--- config.mk ---
export PLATFORM = sky130hd
export DESIGN_NAME = vdp_vtiming
export DESIGN_NICKNAME = d
export VERILOG_FILES = /design/src/source/vdp_timing_pkg.sv /design/src/source/vdp_reg_pkg.sv /design/src/source/vdp_regs.sv /design/src/source/v_counter.sv /design/src/source/v_decode.sv /design/src/source/line_irq_counter.sv /design/src/source/vdp_vtiming.sv
export SDC_FILE = /design/constraint.sdc
export NUM_CORES = 1
export LEC_CHECK = 0
export BUFFER_PORTS_ARGS = -buffer_cell sky130_fd_sc_hd__buf_4
export CAP_MARGIN = 20
export CELL_PAD_IN_SITES_DETAIL_PLACEMENT = 1
export CELL_PAD_IN_SITES_GLOBAL_PLACEMENT = 2
export CORE_MARGIN = 3
export CORE_UTILIZATION = 33
export DETAILED_ROUTE_END_ITERATION = 6
export PLACE_DENSITY = 0.89
export SYNTH_ARGS = -nofsm -noshare
export SYNTH_HDL_FRONTEND = slang
export SYNTH_SLANG_ARGS = --single-unit
--- constraint.sdc ---
create_clock -name MCLK -period 2.4 [get_ports MCLK]
set_input_delay 0.12 -clock MCLK [delete_from_list [all_inputs] [get_ports MCLK]]
set_output_delay 0.12 -clock MCLK [all_outputs]
set_load 0.03 [all_outputs]
--- src/source/vdp_timing_pkg.sv ---
package vdp_timing_pkg;

	// Scanline number, as wide as the chip's V counter.
	typedef logic [8:0] v_count_t;

	// First line of vertical blanking.
	localparam v_count_t VBLANK_START = 9'd192;

	// Top of the count range. The next line is 0.
	localparam v_count_t LAST_LINE = 9'd511;

	// PAL runs 0..242, then 442..511.
	// That gives 313 lines per frame.
	localparam v_count_t PAL_JUMP_FROM = 9'd242;
	localparam v_count_t PAL_JUMP_TO = 9'd442;

	// NTSC runs 0..218, then 469..511.
	// That gives 262 lines per frame.
	localparam v_count_t NTSC_JUMP_FROM = 9'd218;
	localparam v_count_t NTSC_JUMP_TO = 9'd469;

	// Vertical sync window, PAL.
	localparam v_count_t PAL_VSYNC_ON = 9'd240;
	localparam v_count_t PAL_VSYNC_OFF = 9'd458;

	// Vertical sync window, NTSC.
	localparam v_count_t NTSC_VSYNC_ON = 9'd216;
	localparam v_count_t NTSC_VSYNC_OFF = 9'd485;

endpackage

--- src/source/vdp_reg_pkg.sv ---
package vdp_reg_pkg;

	// Host side register address and data.
	typedef logic [3:0] reg_addr_t;
	typedef logic [7:0] reg_data_t;

	// Register map.
	localparam reg_addr_t REG_MODE = 4'd0; // Video standard and irq enable.
	localparam reg_addr_t REG_LINE_IRQ = 4'd10; // Line interrupt reload value.

	// Mode register layout. Bit 0 is pal, bit 1 is line_irq_en.
	typedef struct packed {
		logic [5:0] unused;
		logic line_irq_en; // Enables the line interrupt pulse.
		logic pal; // 1 selects 313 line PAL timing.
	} mode_reg_t;

endpackage

--- src/source/vdp_regs.sv ---
`timescale 1ns/1ps

module vdp_regs import vdp_reg_pkg::*; (
	input logic MCLK,
	input logic reset_i,
	input logic reg_we_i,
	input reg_addr_t reg_addr_i,
	input reg_data_t reg_data_i,
	output mode_reg_t mode_o,
	output reg_data_t irq_reload_o
);

	logic mode_sel;
	logic irq_sel;
	mode_reg_t mode_q;
	reg_data_t irq_reload_q;

	// Address decode. Other addresses hit nothing.
	assign mode_sel = reg_we_i && (reg_addr_i == REG_MODE);
	assign irq_sel = reg_we_i && (reg_addr_i == REG_LINE_IRQ);

	// Mode register.
	always_ff @(posedge MCLK) begin
		if (reset_i) begin
			mode_q <= '0;
		end else if (mode_sel) begin
			mode_q <= mode_reg_t'(reg_data_i);
		end
	end

	// Line interrupt reload value.
	// Picked up by the counter at its next reload.
	always_ff @(posedge MCLK) begin
		if (reset_i) begin
			irq_reload_q <= '0;
		end else if (irq_sel) begin
			irq_reload_q <= reg_data_i;
		end
	end

	assign mode_o = mode_q;
	assign irq_reload_o = irq_reload_q;

endmodule

--- src/source/v_counter.sv ---
`timescale 1ns/1ps

module v_counter import vdp_timing_pkg::*, vdp_reg_pkg::*; (
	input logic MCLK,
	input logic reset_i,
	input logic line_end_i,
	input mode_reg_t mode_i,
	output v_count_t vcount_o
);

	v_count_t vcount_q;
	v_count_t vcount_next;
	v_count_t jump_from;
	v_count_t jump_to;
	logic at_jump;
	logic at_last;

	// Jump points depend on the video standard.
	assign jump_from = mode_i.pal ? PAL_JUMP_FROM : NTSC_JUMP_FROM;
	assign jump_to = mode_i.pal ? PAL_JUMP_TO : NTSC_JUMP_TO;

	assign at_jump = (vcount_q == jump_from);
	assign at_last = (vcount_q == LAST_LINE);

	// Next line number.
	always_comb begin
		if (at_jump) begin
			vcount_next = jump_to; // Skip the unused part of the range.
		end else if (at_last) begin
			vcount_next = '0; // End of frame.
		end else begin
			vcount_next = vcount_q + 9'd1;
		end
	end

	// Advances once per line end.
	always_ff @(posedge MCLK) begin
		if (reset_i) begin
			vcount_q <= '0;
		end else if (line_end_i) begin
			vcount_q <= vcount_next;
		end
	end

	assign vcount_o = vcount_q;

endmodule

--- src/source/v_decode.sv ---
`timescale 1ns/1ps

module v_decode import vdp_timing_pkg::*, vdp_reg_pkg::*; #(
	parameter v_count_t VBLANK_LINE = VBLANK_START
) (
	input logic MCLK,
	input logic reset_i,
	input v_count_t vcount_i,
	input mode_reg_t mode_i,
	output logic vblank_o,
	output logic vsync_o
);

	v_count_t vsync_on_line;
	v_count_t vsync_off_line;
	logic blank_d;
	logic sync_set;
	logic sync_clr;
	logic vblank_q;
	logic vsync_q;

	// Sync window for the selected standard.
	assign vsync_on_line = mode_i.pal ? PAL_VSYNC_ON : NTSC_VSYNC_ON;
	assign vsync_off_line = mode_i.pal ? PAL_VSYNC_OFF : NTSC_VSYNC_OFF;

	// Line decode.
	// Everything below the active height is blanked, including the jumped range.
	assign blank_d = (vcount_i >= VBLANK_LINE);
	assign sync_set = (vcount_i == vsync_on_line);
	assign sync_clr = (vcount_i == vsync_off_line);

	always_ff @(posedge MCLK) begin
		if (reset_i) begin
			vblank_q <= 1'b0;
		end else begin
			vblank_q <= blank_d;
		end
	end

	// Set/reset flag, holds between the two lines.
	always_ff @(posedge MCLK) begin
		if (reset_i) begin
			vsync_q <= 1'b0;
		end else if (sync_set) begin
			vsync_q <= 1'b1;
		end else if (sync_clr) begin
			vsync_q <= 1'b0;
		end
	end

	assign vblank_o = vblank_q;
	assign vsync_o = vsync_q;

endmodule

--- src/source/line_irq_counter.sv ---
`timescale 1ns/1ps

module line_irq_counter import vdp_reg_pkg::*; (
	input logic MCLK,
	input logic reset_i,
	input logic line_end_i,
	input logic vblank_i,
	input mode_reg_t mode_i,
	input reg_data_t irq_reload_i,
	output logic line_irq_o
);

	reg_data_t count_q;
	logic count_zero;
	logic reload;
	logic fire;
	logic line_irq_q;

	assign count_zero = (count_q == '0);

	// Held at the reload value through blanking.
	// Also reloads when it runs out during the active area.
	assign reload = line_end_i && (vblank_i || count_zero);

	// Underflow in the active area raises the interrupt if enabled.
	assign fire = line_end_i && !vblank_i && count_zero && mode_i.line_irq_en;

	always_ff @(posedge MCLK) begin
		if (reset_i) begin
			count_q <= '0;
		end else if (reload) begin
			count_q <= irq_reload_i;
		end else if (line_end_i) begin
			count_q <= count_q - 8'd1; // One step per active line.
		end
	end

	// Single cycle pulse, registered.
	always_ff @(posedge MCLK) begin
		if (reset_i) begin
			line_irq_q <= 1'b0;
		end else begin
			line_irq_q <= fire;
		end
	end

	assign line_irq_o = line_irq_q;

endmodule

--- src/source/vdp_vtiming.sv ---
`timescale 1ns/1ps

module vdp_vtiming import vdp_timing_pkg::*, vdp_reg_pkg::*; #(
	parameter v_count_t VBLANK_LINE = VBLANK_START
) (
	input logic MCLK,
	input logic reset_i,
	input logic line_end_i,
	input logic reg_we_i,
	input reg_addr_t reg_addr_i,
	input reg_data_t reg_data_i,
	output v_count_t vcount_o,
	output logic vblank_o,
	output logic vsync_o,
	output logic line_irq_o
);

	mode_reg_t mode;
	reg_data_t irq_reload;

	// Host registers.
	vdp_regs u_regs (
		.MCLK(MCLK),
		.reset_i(reset_i),
		.reg_we_i(reg_we_i),
		.reg_addr_i(reg_addr_i),
		.reg_data_i(reg_data_i),
		.mode_o(mode),
		.irq_reload_o(irq_reload)
	);

	// Scanline counter.
	v_counter u_v_counter (
		.MCLK(MCLK),
		.reset_i(reset_i),
		.line_end_i(line_end_i),
		.mode_i(mode),
		.vcount_o(vcount_o)
	);

	// Blank and sync flags, one cycle behind the count.
	v_decode #(
		.VBLANK_LINE(VBLANK_LINE)
	) u_v_decode (
		.MCLK(MCLK),
		.reset_i(reset_i),
		.vcount_i(vcount_o),
		.mode_i(mode),
		.vblank_o(vblank_o),
		.vsync_o(vsync_o)
	);

	// Line interrupt, sees the blank flag of the line just ended.
	line_irq_counter u_line_irq (
		.MCLK(MCLK),
		.reset_i(reset_i),
		.line_end_i(line_end_i),
		.vblank_i(vblank_o),
		.mode_i(mode),
		.irq_reload_i(irq_reload),
		.line_irq_o(line_irq_o)
	);

endmodule

### After elaboration in Yosys (flattened, before gate mapping)

Index checks and enable logic that the tools add are counted.

* $add $sub $neg: 2
* magnitude comparators: 1
* eq/ne operators: 5
* mux-type cells: 10
* reductions and logical operators: 12

Operators by type and width (number)
* $eq 9x9->1: 3
* $mux 6: 3
* $mux 9: 2
* $mux 8: 2
* $add 9x1->9 const B: 1
* $eq 9x9->1 const B: 1
* $ge 9x8->1 const B: 1
* $logic_not 8->1: 1
* $sub 8x1->8 const B: 1
* $mux 7: 1
* $logic_and 1x1->1: 6
* $eq 4x4->1 const B: 1
* $logic_not 4->1: 1
* $reduce_bool 2->1: 2
* $mux 1: 2
* $logic_not 1->1: 1
* $logic_or 1x1->1: 1

* bits in registers: 30
* input bits: 16
* output and inout bits: 12

### Depth between registers and ports, before layout

* word-level depth: 4
* depth in mapped cells: 7
* mapped depth without buffers: 7

### Hierarchy

A second synthesis with hierarchy kept.

* cells, all modules: 238
* area, all modules: 2097.0 sq um

By module, submodules not included
* vdp_regs: instances 1, cells each 66, area an instance 693.2 sq um, seq. area each 320.3 sq um
* line_irq_counter: instances 1, cells each 81, area an instance 649.4 sq um, seq. area each 180.2 sq um
* v_counter: instances 1, cells each 72, area an instance 601.8 sq um, seq. area each 180.2 sq um
* v_decode: instances 1, cells each 19, area an instance 152.6 sq um, seq. area each 40.0 sq um

### Least setup slack after synthesis

No wires, ideal clock.

* path kind: register to register
* start: reg u_v_counter.vcount_q[6] (netlist: u_v_counter.vcount_o[6])
* end: reg u_v_counter.vcount_q[7] (netlist: u_v_counter.vcount_o[7])
* library setup time: 0.131 ns
* data arrival time: 1.761 ns
* setup slack: 0.508 ns
* stages on the path, launching flop included: 8
* buffers on the path: 1
* period minus slack after synthesis: 1.892 ns
* cell sequence: dfxtp_1 clkbuf_1 nand2_1 nor3_1 ha_1 nor2_1 a41oi_1 o31ai_2

* cells in the longest elaborated chain, start to end: 3
* elaborated cells between the ends (all ways): 5
* classes of those cells: 1 x add/sub; 2 x eq/ne; 2 x mux

Ends and longest elaborated chain
* start: declaration: RTL line v_counter.sv:11 `v_count_t vcount_q;`
* start signal: assignment: RTL line v_counter.sv:41 `vcount_q <= vcount_next;`
* $add 9x1->9 / $eq 9x9->1 (equally long branches): RTL line v_counter.sv:32, v_counter.sv:23
* $mux 9: RTL line v_counter.sv:29 `end else if (at_last) begin`
* $mux 9 *: RTL line v_counter.sv:27 `if (at_jump) begin`

Mark *: on every way between the ends. The rest lies on a longest branch, timed or not.
A chain may end at the register's enable or synchronous reset.

### Worst setup path in the final report

* start: reg u_v_counter.vcount_q[1] (netlist: u_v_counter.vcount_o[1])
* end: reg u_v_counter.vcount_q[4] (netlist: u_v_counter.vcount_o[4])

The elaborated chain is that of the path after synthesis.

==> impl_summary.log <==
[metrics] r2r worst-path depth: 7
[metrics] via density per instance: ~5.5
[metrics] total wire length: 5056 µm
[metrics] Mean Syn Cell Area: 8.424 µm²
[metrics] CP dominant cell by count: ha_1
[metrics] mapped cell area: approximately 0.0017 mm²
[metrics] flip-flop cell with the highest count after synthesis: dfxtp_1
[metrics] final period utilization: 86.53%
[metrics] Cell Chain, Critical Path: ha_1 > nand3_1 > nor3_1 > ha_1 > a31oi_1 > o21ai_0 > a21oi_1
[metrics] R2R setup slack: 320 ps
[metrics] first-pass GRT wire length: 8769 µm
[metrics] max cap viols: 0
[metrics] routability congestion estimate: between 0.8 and 0.9
[metrics] timing-limited maximum frequency: 481.6 MHz
[metrics] starting utilization of the core area: between 30% and 40%
[metrics] initial drt markers: 60
[metrics] number of setup buffers added after CTS: 0
[metrics] H-tree Lvls: 2
[metrics] row count: 25
[metrics] asr flop ratio synth: 0%
[metrics] total number of vias: around 1600
[metrics] unrepaired setup endpoints after global routing: false
[metrics] die extent in x: 78.52 µm
[metrics] HP Start: reg_data_i[4]
[metrics] required time of the critical path: 2560 ps
[metrics] remaining global-route overflow: 0
[metrics] maximum number of pins on one net before global-route repair: 33
[metrics] number of buffers inserted during clock tree synthesis: 5
[metrics] buffer depth of the longest clock path: 2
[metrics] overall fraction of global-route tracks in use: between 10% and 20%
[metrics] count of clock tree sinks: 30
[metrics] CP Max Fanout: 8
[metrics] flop and latch count out of synthesis: 30
[metrics] worst clock skew: 4.918 ps
[metrics] number of endpoints with negative hold slack in the final report: 0
[metrics] leading area contributor after synthesis: dfxtp_1
[metrics] Max stage delay on crit path: 460 ps
[metrics] latest clock arrival within the worst-skew pair: 290 ps
[metrics] detail-routed net length per standard cell: 17.02 µm
[metrics] cell depth of the worst setup path: 7
[metrics] library cell with the highest instance count after synthesis: dfxtp_1
[metrics] synthesis-to-finish area growth: 20.69%
[metrics] Placeable Area: 0.004911 mm²
[metrics] final instance area: 0.002095 mm²
[metrics] capture point of the worst path: u_v_counter.vcount_o[4]
[metrics] Final Critical Period: 2077 ps
[metrics] Leak: roughly 0.8 nW
[metrics] post-cts hold buffer count: 0
[metrics] clk slew on worst S/H paths: ~70 ps
[metrics] result of the run: complete, no violations
[metrics] startpoint class of the critical path: register
[metrics] total half-perimeter wirelength after legalization and detailed placement: 3577 µm
[metrics] fraction of final layout cells sized beyond drive strength 1: 21.30%
[metrics] standard cell area after detailed placement: ~0.0020 mm²
[metrics] reg-to-reg critical path startpoint: u_v_counter.vcount_o[1]
[metrics] Final Instance Count excl. Fillers: 297
[metrics] post-synth top area share: between 30% and 40%
[metrics] synthesized netlist cell count: 206
[metrics] peak supply drop: 0.0004491 V
[metrics] Post-Syn Nets: 229
[metrics] Power per Cell Area: slightly above 900 mW/mm²
[metrics] Crit Path Class: reg -> reg
[metrics] Antenna Diode Count: 0
[metrics] Yosys warnings: 0
[metrics] Post-synth EDFFs: 0
[metrics] Post-synth top cells: dfxtp_1, nor2_1, nand2_1
[metrics] Boundary Pins: 28
[metrics] number of nets in the final layout: 252
[metrics] via count of the first global-routing pass: 1730
[metrics] Residual DRC: 0
[metrics] total negative slack for setup checks: 0 ps
[metrics] clock root buffer master: clkbuf_8
[metrics] launching instance or port of the critical path: u_v_counter.vcount_o[1]
[metrics] Buffers on Ports: 27
[metrics] number of antenna violations at the first check in global routing: 0
[metrics] endpoints failing setup: 0
[metrics] number of different library cells in the post-synthesis netlist: 53
[metrics] fraction of the yosys area taken by sequential cells: between 30% and 40%
[metrics] ANT nets after route: 0
[metrics] top cells by area in the synthesized netlist: dfxtp_1, mux2i_1, nor2_1, ha_1, nand3_1
[metrics] first-pass iteration count of the detailed router: 4
[metrics] buffers plus inverters on the worst setup path: 0
[metrics] largest delay contributor family on the critical path: adder cells
[metrics] Resized cells post-CTS: 0
[metrics] capturing element type of the critical path: register
[metrics] critical path data arrival time: roughly 2200 ps
[metrics] Slew headroom: 56.12%
[metrics] die height: approximately 79 µm
[metrics] Die Footprint: between 0.006 and 0.007 mm²
[metrics] critical register-to-register path endpoint: u_v_counter.vcount_o[4]
[metrics] measured slew at the worst slew-check pin: 652.3 ps
[metrics] total placed cells including tap cells: about 290
[metrics] number of slew-limit violations in the final report: 0
[metrics] HP Class: in -> reg
[metrics] clock tree from TritonCTS: built
[metrics] cell at the slowest stage of the critical path: dfxtp_1
[cells by family (layout without fill, tap and decap cells)]
group	count (synthesis)	in the layout	synth area share (%)
and+or+nand+nor	80	80	24.80
AOI/OAI and AO/OA	52	52	21.77
DFF	30	30	34.61
buffers and inverters	22	46	5.407
muxes	11	11	6.345
adders and majority gates	7	7	5.047
xor gates and xnor gates	4	4	2.019
[power breakdown]
| part | internal [mW] | switching [mW] | total (mW) |
|---|---|---|---|
| registers | 0.568 | 0.112 | 0.680 |
| logic | 0.287 | 0.429 | 0.716 |
| clock network | 0.309 | 0.217 | 0.525 |
| total | 1.16 | 0.758 | 1.92 |
[per-layer routing]
layer / GRT usage, % / wire length (µm) / vias up
met1: 21.27 / 2275 / 783
met4: 7.343 / 123 / 0
met2: 31.75 / 2519 / 25
met3: 3.326 / 137 / 9
li1: - / - / 807
met5: 0 / 0 / -
[worst min path at each step]
stage | slack, ps | depth (start not counted) | endpoint
after floorplan | 260 | 2 | u_regs.mode_o[0]
after global placement | 350 | 3 | u_regs.irq_reload_o[7]
after detailed placement | 370 | 3 | u_regs.irq_reload_o[3]
after CTS | 60 | 3 | u_regs.irq_reload_o[3]
after global routing | 90 | 3 | u_regs.irq_reload_o[0]
final | 60 | 3 | u_regs.irq_reload_o[4]
[cell type report]
class	count	area, µm²
clock inverter	3	45.04
timing repair buffer	30	225.2
fill	622	2816
tap	67	83.83
sequential	30	600.6
inverter	8	30.03
clock buffer	5	68.82
multi-input combinational	154	1041
[worst reg2reg max path: stages, from the launching register on]
cell	delay (ps)
dfxtp_1	460
ha_1	260
nand3_1	170
nor3_1	370
ha_1	370
a31oi_1	70
o21ai_0	170
a21oi_1	90
[flip-flops by register name, indices dropped and copies added, names as in the netlist]
signal                 count
u_line_irq.count_q         8
u_line_irq.line_irq_o      1
u_regs.irq_reload_o        8
u_regs.mode_o              2
u_v_counter.vcount_o       9
u_v_decode.vblank_o        1
u_v_decode.vsync_o         1
[metrics by stage]
| stage | util (%) | worst slack (ps) | power, mW | hold WS [ps] |
|---|---|---|---|---|
| after floorplan | - | 507.9 | 1.193 | 263.9 |
| after global placement | 40.33 | 545.3 | 1.389 | 354.5 |
| after detailed placement | 40.33 | 450.7 | 1.401 | 365.0 |
| after CTS | 42.65 | 294.8 | 1.938 | 56.29 |
| after global routing | 42.65 | 128.7 | 2.075 | 88.95 |
| final | 42.65 | 323.4 | 1.921 | 58.60 |
[cells in the final DEF (no fill, tap or decap), types with 7 or more instances in the layout]
master   synthesis  routed
buf_4            0      30
dfxtp_1         30      30
nor2_1          26      26
nand2_1         12      12
nand3_1         11      11
mux2i_1         11      11
a21oi_1         10      10
inv_1            7       7
a31oi_1          7       7
ha_1             7       7
No activity file was read; power rests on OpenSTA's default activity.
